`config.mk`:
```
export PLATFORM = sky130hd
export DESIGN_NAME = operand_fetch_stage
export DESIGN_NICKNAME = d
export VERILOG_FILES = /design/src/hdl/operand_fetch_pkg.sv /design/src/hdl/channel_file.sv /design/src/hdl/read_arbiter.sv /design/src/hdl/pending_writes.sv /design/src/hdl/fetch_substage.sv /design/src/hdl/operand_fetch_stage.sv
export VERILOG_INCLUDE_DIRS = /design/src /design/src/hdl
export SDC_FILE = /design/constraint.sdc
export NUM_CORES = 1
export LEC_CHECK = 0
export BUFFER_PORTS_ARGS = -buffer_cell sky130_fd_sc_hd__buf_2
export CAP_MARGIN = 40
export CORE_MARGIN = 3
export CORE_UTILIZATION = 57
export DETAILED_ROUTE_END_ITERATION = 12
export HOLD_SLACK_MARGIN = 0.12
export PLACE_DENSITY = 0.77
export REMOVE_ABC_BUFFERS = 1
export SYNTH_ARGS = -nofsm -noshare
export SYNTH_HDL_FRONTEND = slang
export SYNTH_SLANG_ARGS = --single-unit
```
`constraint.sdc`:
```
create_clock -name clk -period 11.55 [get_ports clk]
set_input_delay 0.5775 -clock clk [delete_from_list [all_inputs] [get_ports clk]]
set_output_delay 0.5775 -clock clk [all_outputs]
set_load 0.05 [all_outputs]
```
`src/hdl/operand_fetch_settings.svh`:
```
`ifndef OPERAND_FETCH_SETTINGS_SVH
`define OPERAND_FETCH_SETTINGS_SVH

// value width of channels, block registers and arguments
`define OF_DATA_WIDTH 16

// channel register file depth
`define OF_N_CHANNELS 16

// opaque operation code, carried untouched
`define OF_OP_WIDTH 5

// pending write counter, per channel and per substage
`define OF_PENDING_WIDTH 4

// operands a, b, c and one substage each
`define OF_N_OPERANDS 3

`endif

```
`src/hdl/operand_fetch_pkg.sv`:
```
`default_nettype none

`include "operand_fetch_settings.svh"

package operand_fetch_pkg;

	typedef logic signed [`OF_DATA_WIDTH-1:0] data_t;

	// 4 bits for sixteen channels
	typedef logic [$clog2(`OF_N_CHANNELS)-1:0] chan_addr_t;

	typedef logic [`OF_OP_WIDTH-1:0] op_t;
	typedef logic [`OF_PENDING_WIDTH-1:0] pending_t;

	typedef enum logic [1:0] {
		idle,
		busy,
		done
	} fetch_state_t;

endpackage

`default_nettype wire

```
`src/hdl/channel_file.sv`:
```
`timescale 1ns/1ps
`default_nettype none

`include "operand_fetch_settings.svh"

module channel_file
	import operand_fetch_pkg::*;
(
	input logic clk,
	input logic reset,

	input logic write_enable,
	input chan_addr_t write_addr,
	input data_t write_val,

	input chan_addr_t read_addr,
	output data_t read_data
);

	data_t channels [`OF_N_CHANNELS];

	// shared by all three substages, one write port from writeback
	always_ff @(posedge clk) begin
		if (reset) begin
			for (int i = 0; i < `OF_N_CHANNELS; i++) begin
				channels[i] <= '0;
			end
		end else if (write_enable) begin
			channels[write_addr] <= write_val;
		end
	end

	// single read port, address comes from the arbiter
	assign read_data = channels[read_addr];

endmodule

`default_nettype wire

```
`src/hdl/read_arbiter.sv`:
```
`timescale 1ns/1ps
`default_nettype none

`include "operand_fetch_settings.svh"

module read_arbiter
	import operand_fetch_pkg::*;
(
	input logic clk,
	input logic reset,

	input logic [`OF_N_OPERANDS-1:0] req,
	input chan_addr_t addr_1, addr_2, addr_3,

	output logic [`OF_N_OPERANDS-1:0] grant,
	output chan_addr_t read_addr
);

	// later substage wins so the pipeline drains first
	always_comb begin
		grant = '0;
		read_addr = addr_1;
		if (req[2]) begin
			grant[2] = 1'b1;
			read_addr = addr_3;
		end else if (req[1]) begin
			grant[1] = 1'b1;
			read_addr = addr_2;
		end else if (req[0]) begin
			grant[0] = 1'b1;
		end
	end

	a_grant_onehot: assert property (@(posedge clk) disable iff (reset) $onehot0(grant));

	a_grant_in_req: assert property (@(posedge clk) disable iff (reset) (grant & ~req) == '0);

endmodule

`default_nettype wire

```
`src/hdl/pending_writes.sv`:
```
`timescale 1ns/1ps
`default_nettype none

`include "operand_fetch_settings.svh"

module pending_writes
	import operand_fetch_pkg::*;
(
	input logic clk,
	input logic reset,

	input logic issue,
	input chan_addr_t issue_addr,

	input logic write_enable,
	input chan_addr_t write_addr,

	input chan_addr_t query_addr,
	output pending_t pending
);

	pending_t counters [`OF_N_CHANNELS];

	always_ff @(posedge clk) begin
		if (reset) begin
			for (int i = 0; i < `OF_N_CHANNELS; i++) begin
				counters[i] <= '0;
			end
		end else begin
			for (int i = 0; i < `OF_N_CHANNELS; i++) begin
				case ({issue && issue_addr == chan_addr_t'(i),
						write_enable && write_addr == chan_addr_t'(i)})
					2'b10: counters[i] <= counters[i] + 1'b1;
					2'b01: begin
						if (counters[i] != '0) // saturate at zero
							counters[i] <= counters[i] - 1'b1;
					end
					default: counters[i] <= counters[i]; // none, or issue and land together
				endcase
			end
		end
	end

	assign pending = counters[query_addr];

	// more writes in flight to one channel than the counter can hold
	a_no_wrap: assert property (@(posedge clk) disable iff (reset)
		issue && !(write_enable && write_addr == issue_addr) |-> counters[issue_addr] != '1);

endmodule

`default_nettype wire

```
`src/hdl/fetch_substage.sv`:
```
`timescale 1ns/1ps
`default_nettype none

module fetch_substage
	import operand_fetch_pkg::*;
#(
	parameter int operand_index = 0
)
(
	input logic clk,
	input logic reset,

	input logic in_valid,
	output logic in_ready,
	output logic out_valid,
	input logic out_ready,

	input chan_addr_t src_a, src_b, src_c,
	input logic src_a_reg, src_b_reg, src_c_reg,
	input logic arg_a_needed, arg_b_needed, arg_c_needed,
	input data_t arg_a_in, arg_b_in, arg_c_in,
	input data_t register_0, register_1,
	input chan_addr_t dest,
	input logic writes_channel,
	input op_t op,

	output chan_addr_t src_a_out, src_b_out, src_c_out,
	output logic src_a_reg_out, src_b_reg_out, src_c_reg_out,
	output logic arg_a_needed_out, arg_b_needed_out, arg_c_needed_out,
	output data_t arg_a_out, arg_b_out, arg_c_out,
	output data_t register_0_out, register_1_out,
	output chan_addr_t dest_out,
	output logic writes_channel_out,
	output op_t op_out,

	output logic read_req,
	output chan_addr_t read_addr,
	input logic read_grant,
	input data_t read_data,

	input logic channel_write_enable,
	input chan_addr_t channel_write_addr,
	input data_t channel_write_val
);

	fetch_state_t state;
	chan_addr_t sel_src;
	logic sel_reg, sel_needed;
	logic forward, resolved, issue;
	pending_t pending;
	data_t arg_value;

	// the operand this substage owns, taken from the latched instruction
	always_comb begin
		case (operand_index)
			0: begin
				sel_src = src_a_out;
				sel_reg = src_a_reg_out;
				sel_needed = arg_a_needed_out;
			end
			1: begin
				sel_src = src_b_out;
				sel_reg = src_b_reg_out;
				sel_needed = arg_b_needed_out;
			end
			default: begin
				sel_src = src_c_out;
				sel_reg = src_c_reg_out;
				sel_needed = arg_c_needed_out;
			end
		endcase
	end

	pending_writes pending_writes (
		.clk, .reset,
		.issue, .issue_addr(dest_out),
		.write_enable(channel_write_enable), .write_addr(channel_write_addr),
		.query_addr(sel_src), .pending
	);

	always_comb begin
		if (!sel_needed)
			arg_value = '0;
		else if (sel_reg)
			arg_value = sel_src[0] ? register_1_out : register_0_out;
		else if (pending == '0)
			arg_value = read_data;
		else
			arg_value = channel_write_val; // last outstanding write lands now
	end

	assign read_req = (state == busy) && sel_needed && !sel_reg && pending == '0;
	assign read_addr = sel_src;
	assign forward = pending == pending_t'(1) && channel_write_enable
		&& channel_write_addr == sel_src;
	assign resolved = (state == busy)
		&& (!sel_needed || sel_reg || (read_req && read_grant) || forward);
	assign issue = resolved && writes_channel_out;

	assign in_ready = (state == idle);
	assign out_valid = (state == done);

	always_ff @(posedge clk) begin
		if (reset) begin
			state <= idle;
		end else begin
			case (state)
				idle: state <= in_valid ? busy : idle;
				busy: state <= resolved ? done : busy;
				default: state <= out_ready ? idle : done;
			endcase
		end
	end

	// latched fields double as outputs, held through done
	always_ff @(posedge clk) begin
		if (state == idle && in_valid) begin
			src_a_out <= src_a;
			src_b_out <= src_b;
			src_c_out <= src_c;
			src_a_reg_out <= src_a_reg;
			src_b_reg_out <= src_b_reg;
			src_c_reg_out <= src_c_reg;
			arg_a_needed_out <= arg_a_needed;
			arg_b_needed_out <= arg_b_needed;
			arg_c_needed_out <= arg_c_needed;
			arg_a_out <= arg_a_in;
			arg_b_out <= arg_b_in;
			arg_c_out <= arg_c_in;
			register_0_out <= register_0;
			register_1_out <= register_1;
			dest_out <= dest;
			writes_channel_out <= writes_channel;
			op_out <= op;
		end else if (resolved) begin
			case (operand_index)
				0: arg_a_out <= arg_value;
				1: arg_b_out <= arg_value;
				default: arg_c_out <= arg_value;
			endcase
		end
	end

	a_valid_held: assert property (@(posedge clk) disable iff (reset)
		out_valid && !out_ready |=> out_valid);

endmodule

`default_nettype wire

```
`src/hdl/operand_fetch_stage.sv`:
```
`timescale 1ns/1ps
`default_nettype none

`include "operand_fetch_settings.svh"

module operand_fetch_stage
	import operand_fetch_pkg::*;
(
	input logic clk,
	input logic reset,

	input logic in_valid,
	output logic in_ready,
	input chan_addr_t src_a, src_b, src_c,
	input logic src_a_reg, src_b_reg, src_c_reg,
	input logic arg_a_needed, arg_b_needed, arg_c_needed,
	input data_t register_0, register_1,
	input chan_addr_t dest,
	input logic writes_channel,
	input op_t op,

	input logic channel_write_enable,
	input chan_addr_t channel_write_addr,
	input data_t channel_write_val,

	output logic out_valid,
	input logic out_ready,
	output data_t arg_a_out, arg_b_out, arg_c_out,
	output chan_addr_t dest_out,
	output logic writes_channel_out,
	output op_t op_out
);

	logic valid_1, valid_2, ready_2, ready_3;
	chan_addr_t src_a_1, src_b_1, src_c_1, src_a_2, src_b_2, src_c_2;
	logic src_a_reg_1, src_b_reg_1, src_c_reg_1, src_a_reg_2, src_b_reg_2, src_c_reg_2;
	logic needed_a_1, needed_b_1, needed_c_1, needed_a_2, needed_b_2, needed_c_2;
	data_t arg_a_1, arg_b_1, arg_c_1, arg_a_2, arg_b_2, arg_c_2;
	data_t register_0_1, register_1_1, register_0_2, register_1_2;
	chan_addr_t dest_1, dest_2;
	logic writes_channel_1, writes_channel_2;
	op_t op_1, op_2;

	logic [`OF_N_OPERANDS-1:0] read_req, read_grant;
	chan_addr_t read_addr_1, read_addr_2, read_addr_3, read_addr;
	data_t read_data;

	fetch_substage #(.operand_index(0)) fetch_1 (
		.clk, .reset,
		.in_valid, .in_ready, .out_valid(valid_1), .out_ready(ready_2),
		.src_a, .src_b, .src_c, .src_a_reg, .src_b_reg, .src_c_reg,
		.arg_a_needed, .arg_b_needed, .arg_c_needed,
		.arg_a_in('0), .arg_b_in('0), .arg_c_in('0), // nothing resolved yet
		.register_0, .register_1, .dest, .writes_channel, .op,
		.src_a_out(src_a_1), .src_b_out(src_b_1), .src_c_out(src_c_1),
		.src_a_reg_out(src_a_reg_1), .src_b_reg_out(src_b_reg_1), .src_c_reg_out(src_c_reg_1),
		.arg_a_needed_out(needed_a_1), .arg_b_needed_out(needed_b_1),
		.arg_c_needed_out(needed_c_1),
		.arg_a_out(arg_a_1), .arg_b_out(arg_b_1), .arg_c_out(arg_c_1),
		.register_0_out(register_0_1), .register_1_out(register_1_1),
		.dest_out(dest_1), .writes_channel_out(writes_channel_1), .op_out(op_1),
		.read_req(read_req[0]), .read_addr(read_addr_1), .read_grant(read_grant[0]), .read_data,
		.channel_write_enable, .channel_write_addr, .channel_write_val
	);

	fetch_substage #(.operand_index(1)) fetch_2 (
		.clk, .reset,
		.in_valid(valid_1), .in_ready(ready_2), .out_valid(valid_2), .out_ready(ready_3),
		.src_a(src_a_1), .src_b(src_b_1), .src_c(src_c_1),
		.src_a_reg(src_a_reg_1), .src_b_reg(src_b_reg_1), .src_c_reg(src_c_reg_1),
		.arg_a_needed(needed_a_1), .arg_b_needed(needed_b_1), .arg_c_needed(needed_c_1),
		.arg_a_in(arg_a_1), .arg_b_in(arg_b_1), .arg_c_in(arg_c_1),
		.register_0(register_0_1), .register_1(register_1_1),
		.dest(dest_1), .writes_channel(writes_channel_1), .op(op_1),
		.src_a_out(src_a_2), .src_b_out(src_b_2), .src_c_out(src_c_2),
		.src_a_reg_out(src_a_reg_2), .src_b_reg_out(src_b_reg_2), .src_c_reg_out(src_c_reg_2),
		.arg_a_needed_out(needed_a_2), .arg_b_needed_out(needed_b_2),
		.arg_c_needed_out(needed_c_2),
		.arg_a_out(arg_a_2), .arg_b_out(arg_b_2), .arg_c_out(arg_c_2),
		.register_0_out(register_0_2), .register_1_out(register_1_2),
		.dest_out(dest_2), .writes_channel_out(writes_channel_2), .op_out(op_2),
		.read_req(read_req[1]), .read_addr(read_addr_2), .read_grant(read_grant[1]), .read_data,
		.channel_write_enable, .channel_write_addr, .channel_write_val
	);

	// last substage, source fields are not needed downstream
	fetch_substage #(.operand_index(2)) fetch_3 (
		.clk, .reset,
		.in_valid(valid_2), .in_ready(ready_3), .out_valid, .out_ready,
		.src_a(src_a_2), .src_b(src_b_2), .src_c(src_c_2),
		.src_a_reg(src_a_reg_2), .src_b_reg(src_b_reg_2), .src_c_reg(src_c_reg_2),
		.arg_a_needed(needed_a_2), .arg_b_needed(needed_b_2), .arg_c_needed(needed_c_2),
		.arg_a_in(arg_a_2), .arg_b_in(arg_b_2), .arg_c_in(arg_c_2),
		.register_0(register_0_2), .register_1(register_1_2),
		.dest(dest_2), .writes_channel(writes_channel_2), .op(op_2),
		.src_a_out(), .src_b_out(), .src_c_out(),
		.src_a_reg_out(), .src_b_reg_out(), .src_c_reg_out(),
		.arg_a_needed_out(), .arg_b_needed_out(), .arg_c_needed_out(),
		.arg_a_out, .arg_b_out, .arg_c_out,
		.register_0_out(), .register_1_out(),
		.dest_out, .writes_channel_out, .op_out,
		.read_req(read_req[2]), .read_addr(read_addr_3), .read_grant(read_grant[2]), .read_data,
		.channel_write_enable, .channel_write_addr, .channel_write_val
	);

	read_arbiter read_arbiter (
		.clk, .reset,
		.req(read_req), .addr_1(read_addr_1), .addr_2(read_addr_2), .addr_3(read_addr_3),
		.grant(read_grant), .read_addr
	);

	channel_file channel_file (
		.clk, .reset,
		.write_enable(channel_write_enable), .write_addr(channel_write_addr),
		.write_val(channel_write_val),
		.read_addr, .read_data
	);

endmodule

`default_nettype wire

```
* Word-level counts from Yosys, hierarchy flattened
Memories as Yosys holds them, arrays and structs flattened. A register that Yosys moved wholly into a read port is not among the register bits.
Cells that the tools add are included.
** Storage, ports and cells
- Bits of input ports :: 85
- Memories :: 4
- Output and inout port bits :: 60
- Register bits :: 264
- Bits in writable memories :: 448
** Operators by class
- Equal/unequal tests :: 168
- Reductions and logical operators :: 215
- Bitwise operators :: 144
- Multiplexer cells :: 668
- Add/sub/neg operators :: 96
** Memory list
- channel_file.channels :: depth 16, bits a word 16, rd ports 1, clocked after Yosys merged registers in 0, wr ports 16, RTL line channel_file.sv:20 : data_t channels [`OF_N_CHANNELS];
- fetch_1.pending_writes.counters :: depth 16, bits a word 4, rd ports 17, clocked after Yosys merged registers in 1, wr ports 16, RTL line pending_writes.sv:22 : pending_t counters [`OF_N_CHANNELS];
- fetch_2.pending_writes.counters :: depth 16, bits a word 4, rd ports 17, clocked after Yosys merged registers in 1, wr ports 16, RTL line pending_writes.sv:22
- fetch_3.pending_writes.counters :: depth 16, bits a word 4, rd ports 17, clocked after Yosys merged registers in 1, wr ports 16, RTL line pending_writes.sv:22
** Operator list (number)
- 2-to-1 mux 4 bit :: 150
- 2-to-1 mux 1 bit :: 493
- 2-to-1 mux 16 bit :: 15
- adder 4 x 1 -> 4 bit, second input constant :: 48
- nonzero test 4 bit :: 48
- subtractor 4 x 1 -> 4 bit, second input constant :: 48
- bitwise OR 1 bit :: 144
- equality test 4 bit, second input constant :: 32
- equality test 2 x 1 -> 1 bit, second input constant :: 51
- equality test 2 bit, second input constant :: 51
- OR reduction 2 bit :: 48
- logical AND 1 bit :: 91
- equality test 4 x 3 -> 1 bit, second input constant :: 16
- equality test 4 x 2 -> 1 bit, second input constant :: 8
- equality test 4 x 1 -> 1 bit, second input constant :: 7
- logical NOT 4 bit :: 7
- OR reduction 16 bit :: 1
- 2-to-1 mux 2 bit :: 7
- equality test 4 bit :: 3
- case mux 2 bit (2 select lines) :: 3
- logical OR 1 bit :: 9
- logical NOT 1 bit :: 6
- logical NOT 2 bit :: 3
- nonzero test 2 bit :: 2

* Depth between registers and ports, before layout
Gate-level depths: netlist (run 1).
- Depth after elaboration :: 20
- Gate-level depth with buffers :: 23

* Cells and area by module
Synthesis (run 1) repeated with hierarchy kept, for this count alone.
** Second synthesis, totals
- Cell total of the unflattened synthesis :: 3172
- Area, all modules :: 41593.6 µm²
** Modules (own cells, without submodules)
- fetch_substage :: times used 3, seq. area each 3283.1 µm², area each 4185.3 µm², cells an instance 234
- channel_file :: times used 1, seq. area each 7687.4 µm², area each 11562.3 µm², cells an instance 722
- pending_writes (fetch_1.pending_writes) :: times used 1, seq. area each 1921.8 µm², area each 5789.3 µm², cells an instance 579
- pending_writes (fetch_2.pending_writes) :: times used 1, seq. area each 1921.8 µm², area each 5786.8 µm², cells an instance 577
- pending_writes (fetch_3.pending_writes) :: times used 1, seq. area each 1921.8 µm², area each 5783.0 µm², cells an instance 574
- read_arbiter :: times used 1, seq. area each 0.0 µm², area each 112.6 µm², cells an instance 17
- operand_fetch_stage :: times used 1, seq. area each 0.0 µm², area each 3.8 µm², cells an instance 1

* Worst setup path after synthesis (run 1)
No wires, ideal clock.
- Path type :: flip-flop to flip-flop
- From :: reg fetch_2.state[1]
- To :: reg fetch_3.arg_c_out[0] (enable)
- Clock period less this slack :: 10793 ps
- Stages on the path, launching flop included :: 4
- Path slack :: 757 ps
- Data required time :: 11173 ps
- Arrival :: 10416 ps
- Cell sequence :: dfxtp_1 -> nor4b_1 -> inv_1 -> nand2_1
** Between the ends
- Word-level cells in the longest chain between the ends :: 3
** RTL lines
- from (decl) :: RTL line fetch_substage.sv:46 : fetch_state_t state;
- from (signal assigned) :: RTL line fetch_substage.sv:105 : state <= idle;
- from (signal assigned) :: RTL line fetch_substage.sv:108 : idle: state <= in_valid ? busy : idle;
- from (signal assigned) :: RTL line fetch_substage.sv:109 : busy: state <= resolved ? done : busy;
- equality test 2 bit :: RTL line fetch_substage.sv:101 : assign out_valid = (state == done);
- logical AND 1 bit :: RTL line fetch_substage.sv:117 : if (state == idle && in_valid) begin
- nonzero test 2 bit (no line)
- to (signal assigned) :: RTL line fetch_substage.sv:129 : arg_c_out <= arg_c_in;
- to (signal assigned) :: RTL line fetch_substage.sv:139 : default: arg_c_out <= arg_value;
- to (decl) :: RTL line fetch_substage.sv:30 : output data_t arg_a_out, arg_b_out, arg_c_out,
Every way passes these cells.
A chain may end at the register's enable or synchronous reset.

==> results.tsv, run 1 <==
stage	metric	value	unit
worst_setup_path	R2R cell count	12	
power_and_ir_drop	proportion of total power due to net switching	0.2550	
cts	root buffer selected by CTS	clkbuf_16	
worst_setup_path	category of the critical setup timing path	reg2reg	
power_and_ir_drop	worst-case vdd ir drop	0.1089	mV
worst_setup_path	peak fanout along the critical path	50	
worst_hold_path	Tightest Hold Check Type	in2reg	
logic_synthesis	post-synthesis average cell area	11.88	um^2
cts	clk sinks	724	
timing	setup repair after global routing missed its margin	false	
global_route	vias in the first global route	27780	
timing	maximum clock frequency	177.1	MHz
power_and_ir_drop	part of the power in combinational logic	0.115	
worst_setup_path	required time of the worst setup path	11.92	ns
die	initial cell density of the core	0.5800	
worst_hold_path	number of cells on the worst hold path	1	
logic_synthesis	sequential-to-total area share from yosys stat	0.5456	
layout	Final Instance Count excl. Fillers	4413	
logic_synthesis	most instantiated library cell after synthesis	edfxtp_1	
routing	Post-DRT Antenna Nets	0	
routing	iteration-0 DRC count of the detailed router	2903	
worst_setup_path	arrival time worst endpoint	6.02	ns
timing	total count of max-transition violations in the final report	0	
cts	setup repair bufs after CTS	0	
logic_synthesis	most area-hungry cell type in the Yosys netlist	edfxtp_1	
worst_setup_path	Startpoint Class	flip-flop	
layout	Filler Cells Inserted	4932	
logic_synthesis	total of warnings raised by yosys	0	
placement	total half-perimeter wirelength after legalization and detailed placement	78.91	mm
routing	count of TritonRoute iterations in the first routing pass	6	
routing	mean routed wirelength per cell	24.88	um
global_route	overall global routing resource usage	0.3063	
logic_synthesis	number of library cell types mapped by synthesis	69	
routing	number of vias per cell after detailed routing	6.184	
die	number of standard-cell rows in the floorplan	95	
logic_synthesis	portion of synthesized cell area occupied by the leading cell type	0.5282	
placement	instance count after placement with tap cells included	4225	
timing	ratio of final minimum period to clock period	0.4890	
die	width of the die	268.3	um
logic_synthesis	Async S/R FF share, synth	0	
timing	Slew headroom	0.3458	
timing	Worst-Margin Slew	0.9813	ns
timing	shortest clock period the worst path allows after layout	5.648	ns
routing	Post-route DRC	0	
die	Vert. Die Dim	268.3	um
layout	nets@finish	3799	
worst_hold_path	Hold Path End	fetch_1.read_addr[2]	
power_and_ir_drop	power density over the cells	144.8	nW/um^2
cts	Clock Path Buffers	3	
layout	layout overhead on the synthesized area	11.84	%
worst_setup_path	Reg2Reg Setup Slack	5.90	ns
logic_synthesis	Post-Synthesis Cell Area	39230	um^2
timing	Worst Setup Slack, final	5.902	ns
logic_synthesis	cells taking the most area after synthesis	edfxtp_1, ha_1, mux2i_1, and2_1, nor2_1	
timing	setup skew after layout	0.02419	ns
logic_synthesis	number of enable-type register cells in the synthesized netlist	690	
routing	total routed wirelength	109.8	mm
layout	utilization after layout	0.6487	
power_and_ir_drop	sequential share of power	0.501	
cts	number of clock buffers inserted by TritonCTS	78	
worst_setup_path	type of element capturing the critical path	flip-flop	
logic_synthesis	most common library cells after synthesis	edfxtp_1, nor2_1, and2_1	
die	die area	72000	um^2
global_route	largest net degree at the start of global routing	131	
placement	worst slack at placement	5.970	ns
cts	deepest level of the CTS H-tree	3	
worst_hold_path	worst min-delay path startpoint	src_a[2]	
die	I/O pin count	145	
power_and_ir_drop	LEAKAGE	17.90	nW
timing	Hold Worst Slack	0.1446	ns
power_and_ir_drop	internal power	4.734	mW
run_status	result of the run	completed	
job	Max Cap Violations	0	
placement	routability cong.	0.9988	
logic_synthesis	predominant post-synthesis flop cell	edfxtp_1	
placement	count of port buffers added during placement	144	
power_and_ir_drop	switching power total	1.621	mW
global_route	total overflow reported by the global router	0	
global_route	number of antenna violations at the first check in global routing	6	
logic_synthesis	Syn Inst Count	3302	
routing	number of vias after detailed routing	27290	
cts	clock slew at reported path FFs	0.06	ns
layout	ratio of cells with drive above 1 in the final layout	0.1162	
logic_synthesis	number of register bits inferred by synthesis	724	
die	Std-Cell Core Area	67630	um^2
worst_setup_path	Reg2Reg Capture Point	fetch_2.arg_b_out[14]	
cts	insertion delay to the later sink of the worst-skew pair	0.63	ns
global_route	first-pass GRT wire length	165.2	mm
cts	CTS tree	done	
timing	Final Hold Viols	0	
power_and_ir_drop	Clk network pwr share	0.384	
timing	final count of negative-setup-slack endpoints	0	
[power groups by stage]
stage	registers, mW	clock network (mW)	logic, mW
after detailed placement	3.23	0	0.709
final	3.18	2.44	0.733
after global placement	3.22	0	0.669
after floorplan	3.20	0	0.461
after global routing	3.19	2.56	0.790
after CTS	3.18	2.46	0.726
[stage by stage]
| stage | power (mW) | TNS [ns] | instance area (um^2) |
|---|---|---|---|
| after CTS | 6.366 | 0 | 43820 |
| after global placement | 3.891 | 0 | 40640 |
| after global routing | 6.549 | 0 | 43870 |
| final | 6.355 | 0 | 43870 |
| after floorplan | 3.661 | -0.1701 | 38500 |
| after detailed placement | 3.940 | 0 | 40980 |
[sequential cells by signal (all words and copies together) (netlist names), 64 cells and up, named ones only]
register / flops
fetch_2.pending_writes.counters: 64
channel_file.channels: 256
fetch_3.pending_writes.counters: 64
fetch_1.pending_writes.counters: 64
[worst max path at each step]
stage | end | depth (start not counted)
finish | fetch_2.arg_b_out[14] | 12
global placement | fetch_3.arg_c_out[7] | 11
floorplan | fetch_3.arg_c_out[0] | 3
CTS | fetch_2.arg_b_out[14] | 12
global route | fetch_1.pending_writes.counters[12][3] | 20
detailed placement | fetch_2.arg_b_out[14] | 12
[final cells by class]
type	instances	area [um^2]	share of cell area
flip-flops and latches	724	21400	0.4878
multi-input cells	2209	16340	0.3726
clock buffers	103	2046	0.04663
repair buffers	252	1807	0.04118
well taps	873	1092	0.02490
inverters	212	795.8	0.01814
clock inverters	36	375.4	0.008556
diodes	4	10.01	0.0002282
[routing by layer]
layer  vias to the layer above  routed length [um]  GRT usage
li1                      12260                   -          -
met1                     13420               39560     0.3597
met2                      1238               54830     0.5289
met3                       364                7585    0.04926
met4                         4                7807     0.1909
met5                         -                  22          0
[worst max-delay path, cell delays in order (launching register included)]
cell and delay [ns]:
dfxtp_1 0.85, mux4_2 0.60, a22oi_1 0.25, and4b_1 0.23
nand4_1 0.58, or2_2 0.58, o21ai_4 0.06, buf_4 0.68
and3_1 0.81, a22oi_1 0.20, nand4_1 0.22, o21ai_1 0.11
and3_1 0.21
[what timing repair did]
item | in CTS | in global routing
gates resized for setup | 0 | 0
hold buffers | 42 | 1
hold endpoints to repair | 42 | 1
[placed cells by master, fill, tap and decap left out, types with 66 or more instances in the layout]
master	netlist	routed
edfxtp_1	690	690
nor2_1	304	302
and2_1	263	262
mux2i_1	217	217
inv_1	212	212
nand2_1	204	204
ha_1	192	192
buf_2	30	143
a22oi_1	94	94
a21oi_1	92	92
clkbuf_16	0	78
xor2_1	67	67
o21ai_0	66	66
[kinds of logic (layout without fill, tap and decap cells)]
logic type,after synthesis,after routing,share of synthesized area
AOI/OAI and AO/OA,515,515,0.09142
muxes,260,260,0.07490
xor gates and xnor gates,109,109,0.02434
DFF,724,724,0.5456
buffers and inverters,369,603,0.03866
other,0,4,0
adders and majority gates,237,237,0.08421
and+or+nand+nor,1088,1088,0.1409
No activity file was read; power rests on OpenSTA's default activity.
==> inputs of run 2 (changes only) <==
--- a/config.mk
+++ b/config.mk
@@ -6,6 +6,7 @@
 export SDC_FILE = /design/constraint.sdc
 export NUM_CORES = 1
 export LEC_CHECK = 0
+export ABC_AREA = 1
 export BUFFER_PORTS_ARGS = -buffer_cell sky130_fd_sc_hd__buf_2
 export CAP_MARGIN = 40
 export CORE_MARGIN = 3
==> constraint.sdc (replaced) <==
create_clock -name clk -period 4.98 [get_ports clk]
set_input_delay 0.249 -clock clk [delete_from_list [all_inputs] [get_ports clk]]
set_output_delay 0.249 -clock clk [all_outputs]
set_load 0.05 [all_outputs]
==> run 2 against run 1 <==
Compared with the run above:
- register-to-register slack got worse by 5.7 ns
- global-route usage down 0.34 points
- first-iteration DRC count is 20% higher
- sequential share of layout area fell by 0.40 points
- final cell count increased by 20%
- largest power group unchanged
- synthesized area about the same
- clock power increased by 140%
- cell area is 0.84% higher
- die area hardly changed
- total power rose by 130%
- combinational power rose by 140%
- via count up 13%
==> results.tsv, run 2 <==
stage	metric	value	unit	change
layout	utilization after layout	0.6541		+0.005439
timing	Worst-Margin Slew	0.8708	ns	-0.1106 ns
global_route	vias in the first global route	30180		+8.6%
logic_synthesis	Async S/R FF share, synth	0		unchanged
placement	count of port buffers added during placement	144		unchanged
global_route	number of antenna violations at the first check in global routing	9		+3
timing	total count of max-transition violations in the final report	0		unchanged
global_route	first-pass GRT wire length	166.6	mm	+0.81%
worst_setup_path	type of element capturing the critical path	flip-flop		
layout	commonest cells after routing, fill and taps aside	edfxtp_1, nand2_1, nor2_1, inv_1, nand3_1		
logic_synthesis	portion of synthesized cell area occupied by the leading cell type	0.5281		about the same
routing	iteration-0 DRC count of the detailed router	3477		+20%
layout	most common cell after layout, fill and taps aside	edfxtp_1		
layout	final cell area excluding filler cells	44240	um^2	+0.84%
global_route	total overflow reported by the global router	0		unchanged
placement	total half-perimeter wirelength after legalization and detailed placement	73.22	mm	-7.2%
layout	ratio of cells with drive above 1 in the final layout	0.08884		-0.02739
routing	total routed wirelength	109.8	mm	about the same
power_and_ir_drop	LEAKAGE	18.41	nW	+2.8%
global_route	largest net degree at the start of global routing	129		-1.5%
timing	Slew headroom	0.4159		+0.07013
timing	maximum clock frequency	209.9	MHz	+19%
power_and_ir_drop	total power after layout	14.89	mW	+130%
worst_setup_path	worst path buffer plus inverter count	7		+6
routing	Post-DRT Antenna Nets	0		unchanged
worst_setup_path	required time of the worst setup path	5.44	ns	-6.48 ns
cts	Clock Path Buffers	3		unchanged
global_route	GRT busiest layer	met2		
timing	final count of negative-setup-slack endpoints	0		unchanged
die	number of standard-cell rows in the floorplan	95		unchanged
logic_synthesis	post-synthesis average cell area	9.442	um^2	-21%
cts	deepest level of the CTS H-tree	3		unchanged
timing	shortest clock period the worst path allows after layout	4.765	ns	-0.8830 ns
logic_synthesis	number of register bits inferred by synthesis	724		unchanged
cts	insertion delay to the later sink of the worst-skew pair	0.64	ns	about the same
logic_synthesis	total of warnings raised by yosys	0		unchanged
logic_synthesis	most area-hungry cell type in the Yosys netlist	edfxtp_1		
routing	number of vias after detailed routing	30900		+13%
die	initial cell density of the core	0.5801		about the same
layout	layout overhead on the synthesized area	12.76	%	
worst_hold_path	Tightest Hold Check Type	in2reg		
routing	number of vias per cell after detailed routing	5.856		-5.3%
routing	Post-route DRC	0		unchanged
logic_synthesis	cells taking the most area after synthesis	edfxtp_1, nand2_1, ha_1, nor2_1, nand3_1		
worst_setup_path	family of cells with the greatest summed delay on the critical path	simple AND/OR/NAND/NOR gates		
worst_setup_path	Startpoint Class	flip-flop		
layout	nets@finish	4660		+23%
worst_setup_path	arrival time worst endpoint	5.22	ns	-0.80 ns
logic_synthesis	number of library cell types mapped by synthesis	43		-38%
layout	combined area of the multi-input logic cells	15100	um^2	-7.6%
worst_setup_path	category of the critical setup timing path	reg2reg		
power_and_ir_drop	worst-case vdd ir drop	0.2766	mV	+150%
logic_synthesis	Post-Synthesis Cell Area	39230	um^2	about the same
cts	clock slew at reported path FFs	0.06	ns	about the same
run_status	result of the run	completed		
timing	final total negative setup slack	0	ns	unchanged
job	Max Cap Violations	0		unchanged
cts	number of clock buffers inserted by TritonCTS	78		unchanged
layout	Filler Cells Inserted	5073		+2.9%
layout	register with the highest flop count	channel_file.channels		
die	I/O pin count	145		unchanged
cts	root buffer selected by CTS	clkbuf_16		
layout	Largest register FFs	256		unchanged
global_route	met3 GRT Util	0.07215		+0.02289
logic_synthesis	most common library cells after synthesis	edfxtp_1, nand2_1, nor2_1		
placement	routability cong.	0.9341		-6.5%
global_route	global-route met1 utilization	0.3740		+0.01428
worst_setup_path	peak fanout along the critical path	18		-64%
timing	Final Hold Viols	0		unchanged
worst_setup_path	slowest stage cell, crit path	ha_1		
cts	clk sinks	724		unchanged
layout	area taken by flip-flops and latches	21400	um^2	about the same
timing	setup skew after layout	0.04085	ns	+0.01667 ns
timing	ratio of final minimum period to clock period	0.9569		+0.4678
worst_setup_path	largest stage delay on the critical path	0.34	ns	-0.51 ns
cts	CTS tree	done		
worst_setup_path	most common cell type on the critical path	nand3_1		
die	Vert. Die Dim	268.4	um	about the same
logic_synthesis	Syn Inst Count	4155		+26%
die	width of the die	268.4	um	about the same
logic_synthesis	most instantiated library cell after synthesis	edfxtp_1		
logic_synthesis	sequential-to-total area share from yosys stat	0.5455		about the same
die	Std-Cell Core Area	67630	um^2	unchanged
logic_synthesis	number of enable-type register cells in the synthesized netlist	690		unchanged
global_route	overall global routing resource usage	0.3029		-0.003366
global_route	GR Util met2	0.4834		-0.04549
logic_synthesis	predominant post-synthesis flop cell	edfxtp_1		
die	die area	72010	um^2	about the same
routing	mean routed wirelength per cell	20.82	um	-16%
routing	count of TritonRoute iterations in the first routing pass	6		unchanged
placement	instance area after placement	40970	um^2	about the same
power_and_ir_drop	power density over the cells	336.5	nW/um^2	+130%
## run 2: changes by cell type after synthesis, moves of 94 or more
cell	previous run	this run
and2_1	263	8
a22oi_1	94	0
mux2i_1	217	0
nor2_1	304	614
o21ai_0	66	200
nand3_1	47	414
nand2_1	204	688
inv_1	212	483
a21oi_1	92	187
## run 2: area by class of cell
cell class / instances / area share
Sequential cell: 724 / 0.4838
Inverter: 508 / 0.04339
Tap cell: 873 / 0.02469
Timing Repair Buffer: 290 / 0.04859
Clock inverter: 40 / 0.009390
Multi-Input combinational cell: 2736 / 0.3413
Antenna cell: 2 / 0.0001131
Clock buffer: 103 / 0.04879
## run 2: repair_timing
action,in CTS,in global routing
hold buffers,62,0
endpoints found under the setup margin,0,15
hold endpoints to repair,66,0
setup buffers,0,1
gates resized for setup,0,10
## run 2: stage by stage
| stage | hold slack, ns | cells | setup WS, ns |
|---|---|---|---|
| 6_report | 0.1507 | 5276 | 0.2149 |
| 4_1_cts | 0.1309 | 5272 | 0.2154 |
| 2_1_floorplan | 0.3181 | 3968 | -4.579 |
| 3_5_place_dp | 0.4045 | 5067 | 0.2524 |
| 3_3_place_gp | 0.4005 | 5055 | 0.4002 |
| 5_1_grt | 0.1856 | 5275 | -0.002236 |
## run 2: report_power, final
group / switching, mW / total [mW] / internal (mW) / leakage [nW]
clock network: 2.49 / 5.87 / 3.38 / 1.26
logic: 1.19 / 1.75 / 0.566 / 10.2
registers: 0.192 / 7.26 / 7.07 / 6.93
total: 3.87 / 14.9 / 11.0 / 18.4
## run 2: worst paths after layout
| check | cells past startpoint | start | endpoint | slack, ns |
|---|---|---|---|---|
| setup / recovery | 26 | flip-flop | fetch_3.pending_writes.counters[10][3] | 0.21 |
| hold / removal | 2 | reset | fetch_1.pending_writes.counters[13][0] | 0.15 |
| setup reg to reg | 26 | flip-flop | fetch_3.pending_writes.counters[10][3] | 0.21 |
| hold reg to reg | 0 | fetch_2.arg_a_out[1] | fetch_3.arg_a_out[1] | 0.41 |
## run 2: worst register-to-register path, stage by stage (launching register included)
cell	delay, ns
dfxtp_1	0.30
buf_4	0.24
clkinvlp_4	0.15
buf_12	0.16
nand3_1	0.10
nand3_1	0.10
nand3_1	0.13
nand2_1	0.06
nor2_1	0.24
nand3_2	0.21
buf_4	0.24
nand3_1	0.11
nand3_1	0.17
inv_1	0.14
nand3_1	0.23
nor2_1	0.25
inv_1	0.07
ha_1	0.18
a21boi_0	0.14
nand2_1	0.13
inv_1	0.10
ha_1	0.34
a21oi_1	0.14
o21ai_0	0.12
xnor2_1	0.16
or2_2	0.28
a21oi_1	0.13
## run 2: per-layer routing
layer / vias up / wire, um
met5: - / 72
met4: 10 / 7474
met3: 418 / 12290
met2: 1733 / 50590
met1: 14490 / 39400
li1: 14250 / -
## run 2: kinds of logic (layout without fill, tap and decap cells)
group	count (synthesis)	after routing	synth area share
buffers and inverters	695	941	0.07134
AND/OR/NAND/NOR	1925	1925	0.2112
adder cells (fa/ha/maj)	237	237	0.08419
XOR/XNOR	103	103	0.02299
AO/OA/AOI/OAI	471	471	0.06477
other	0	2	0
flip-flops	724	724	0.5455
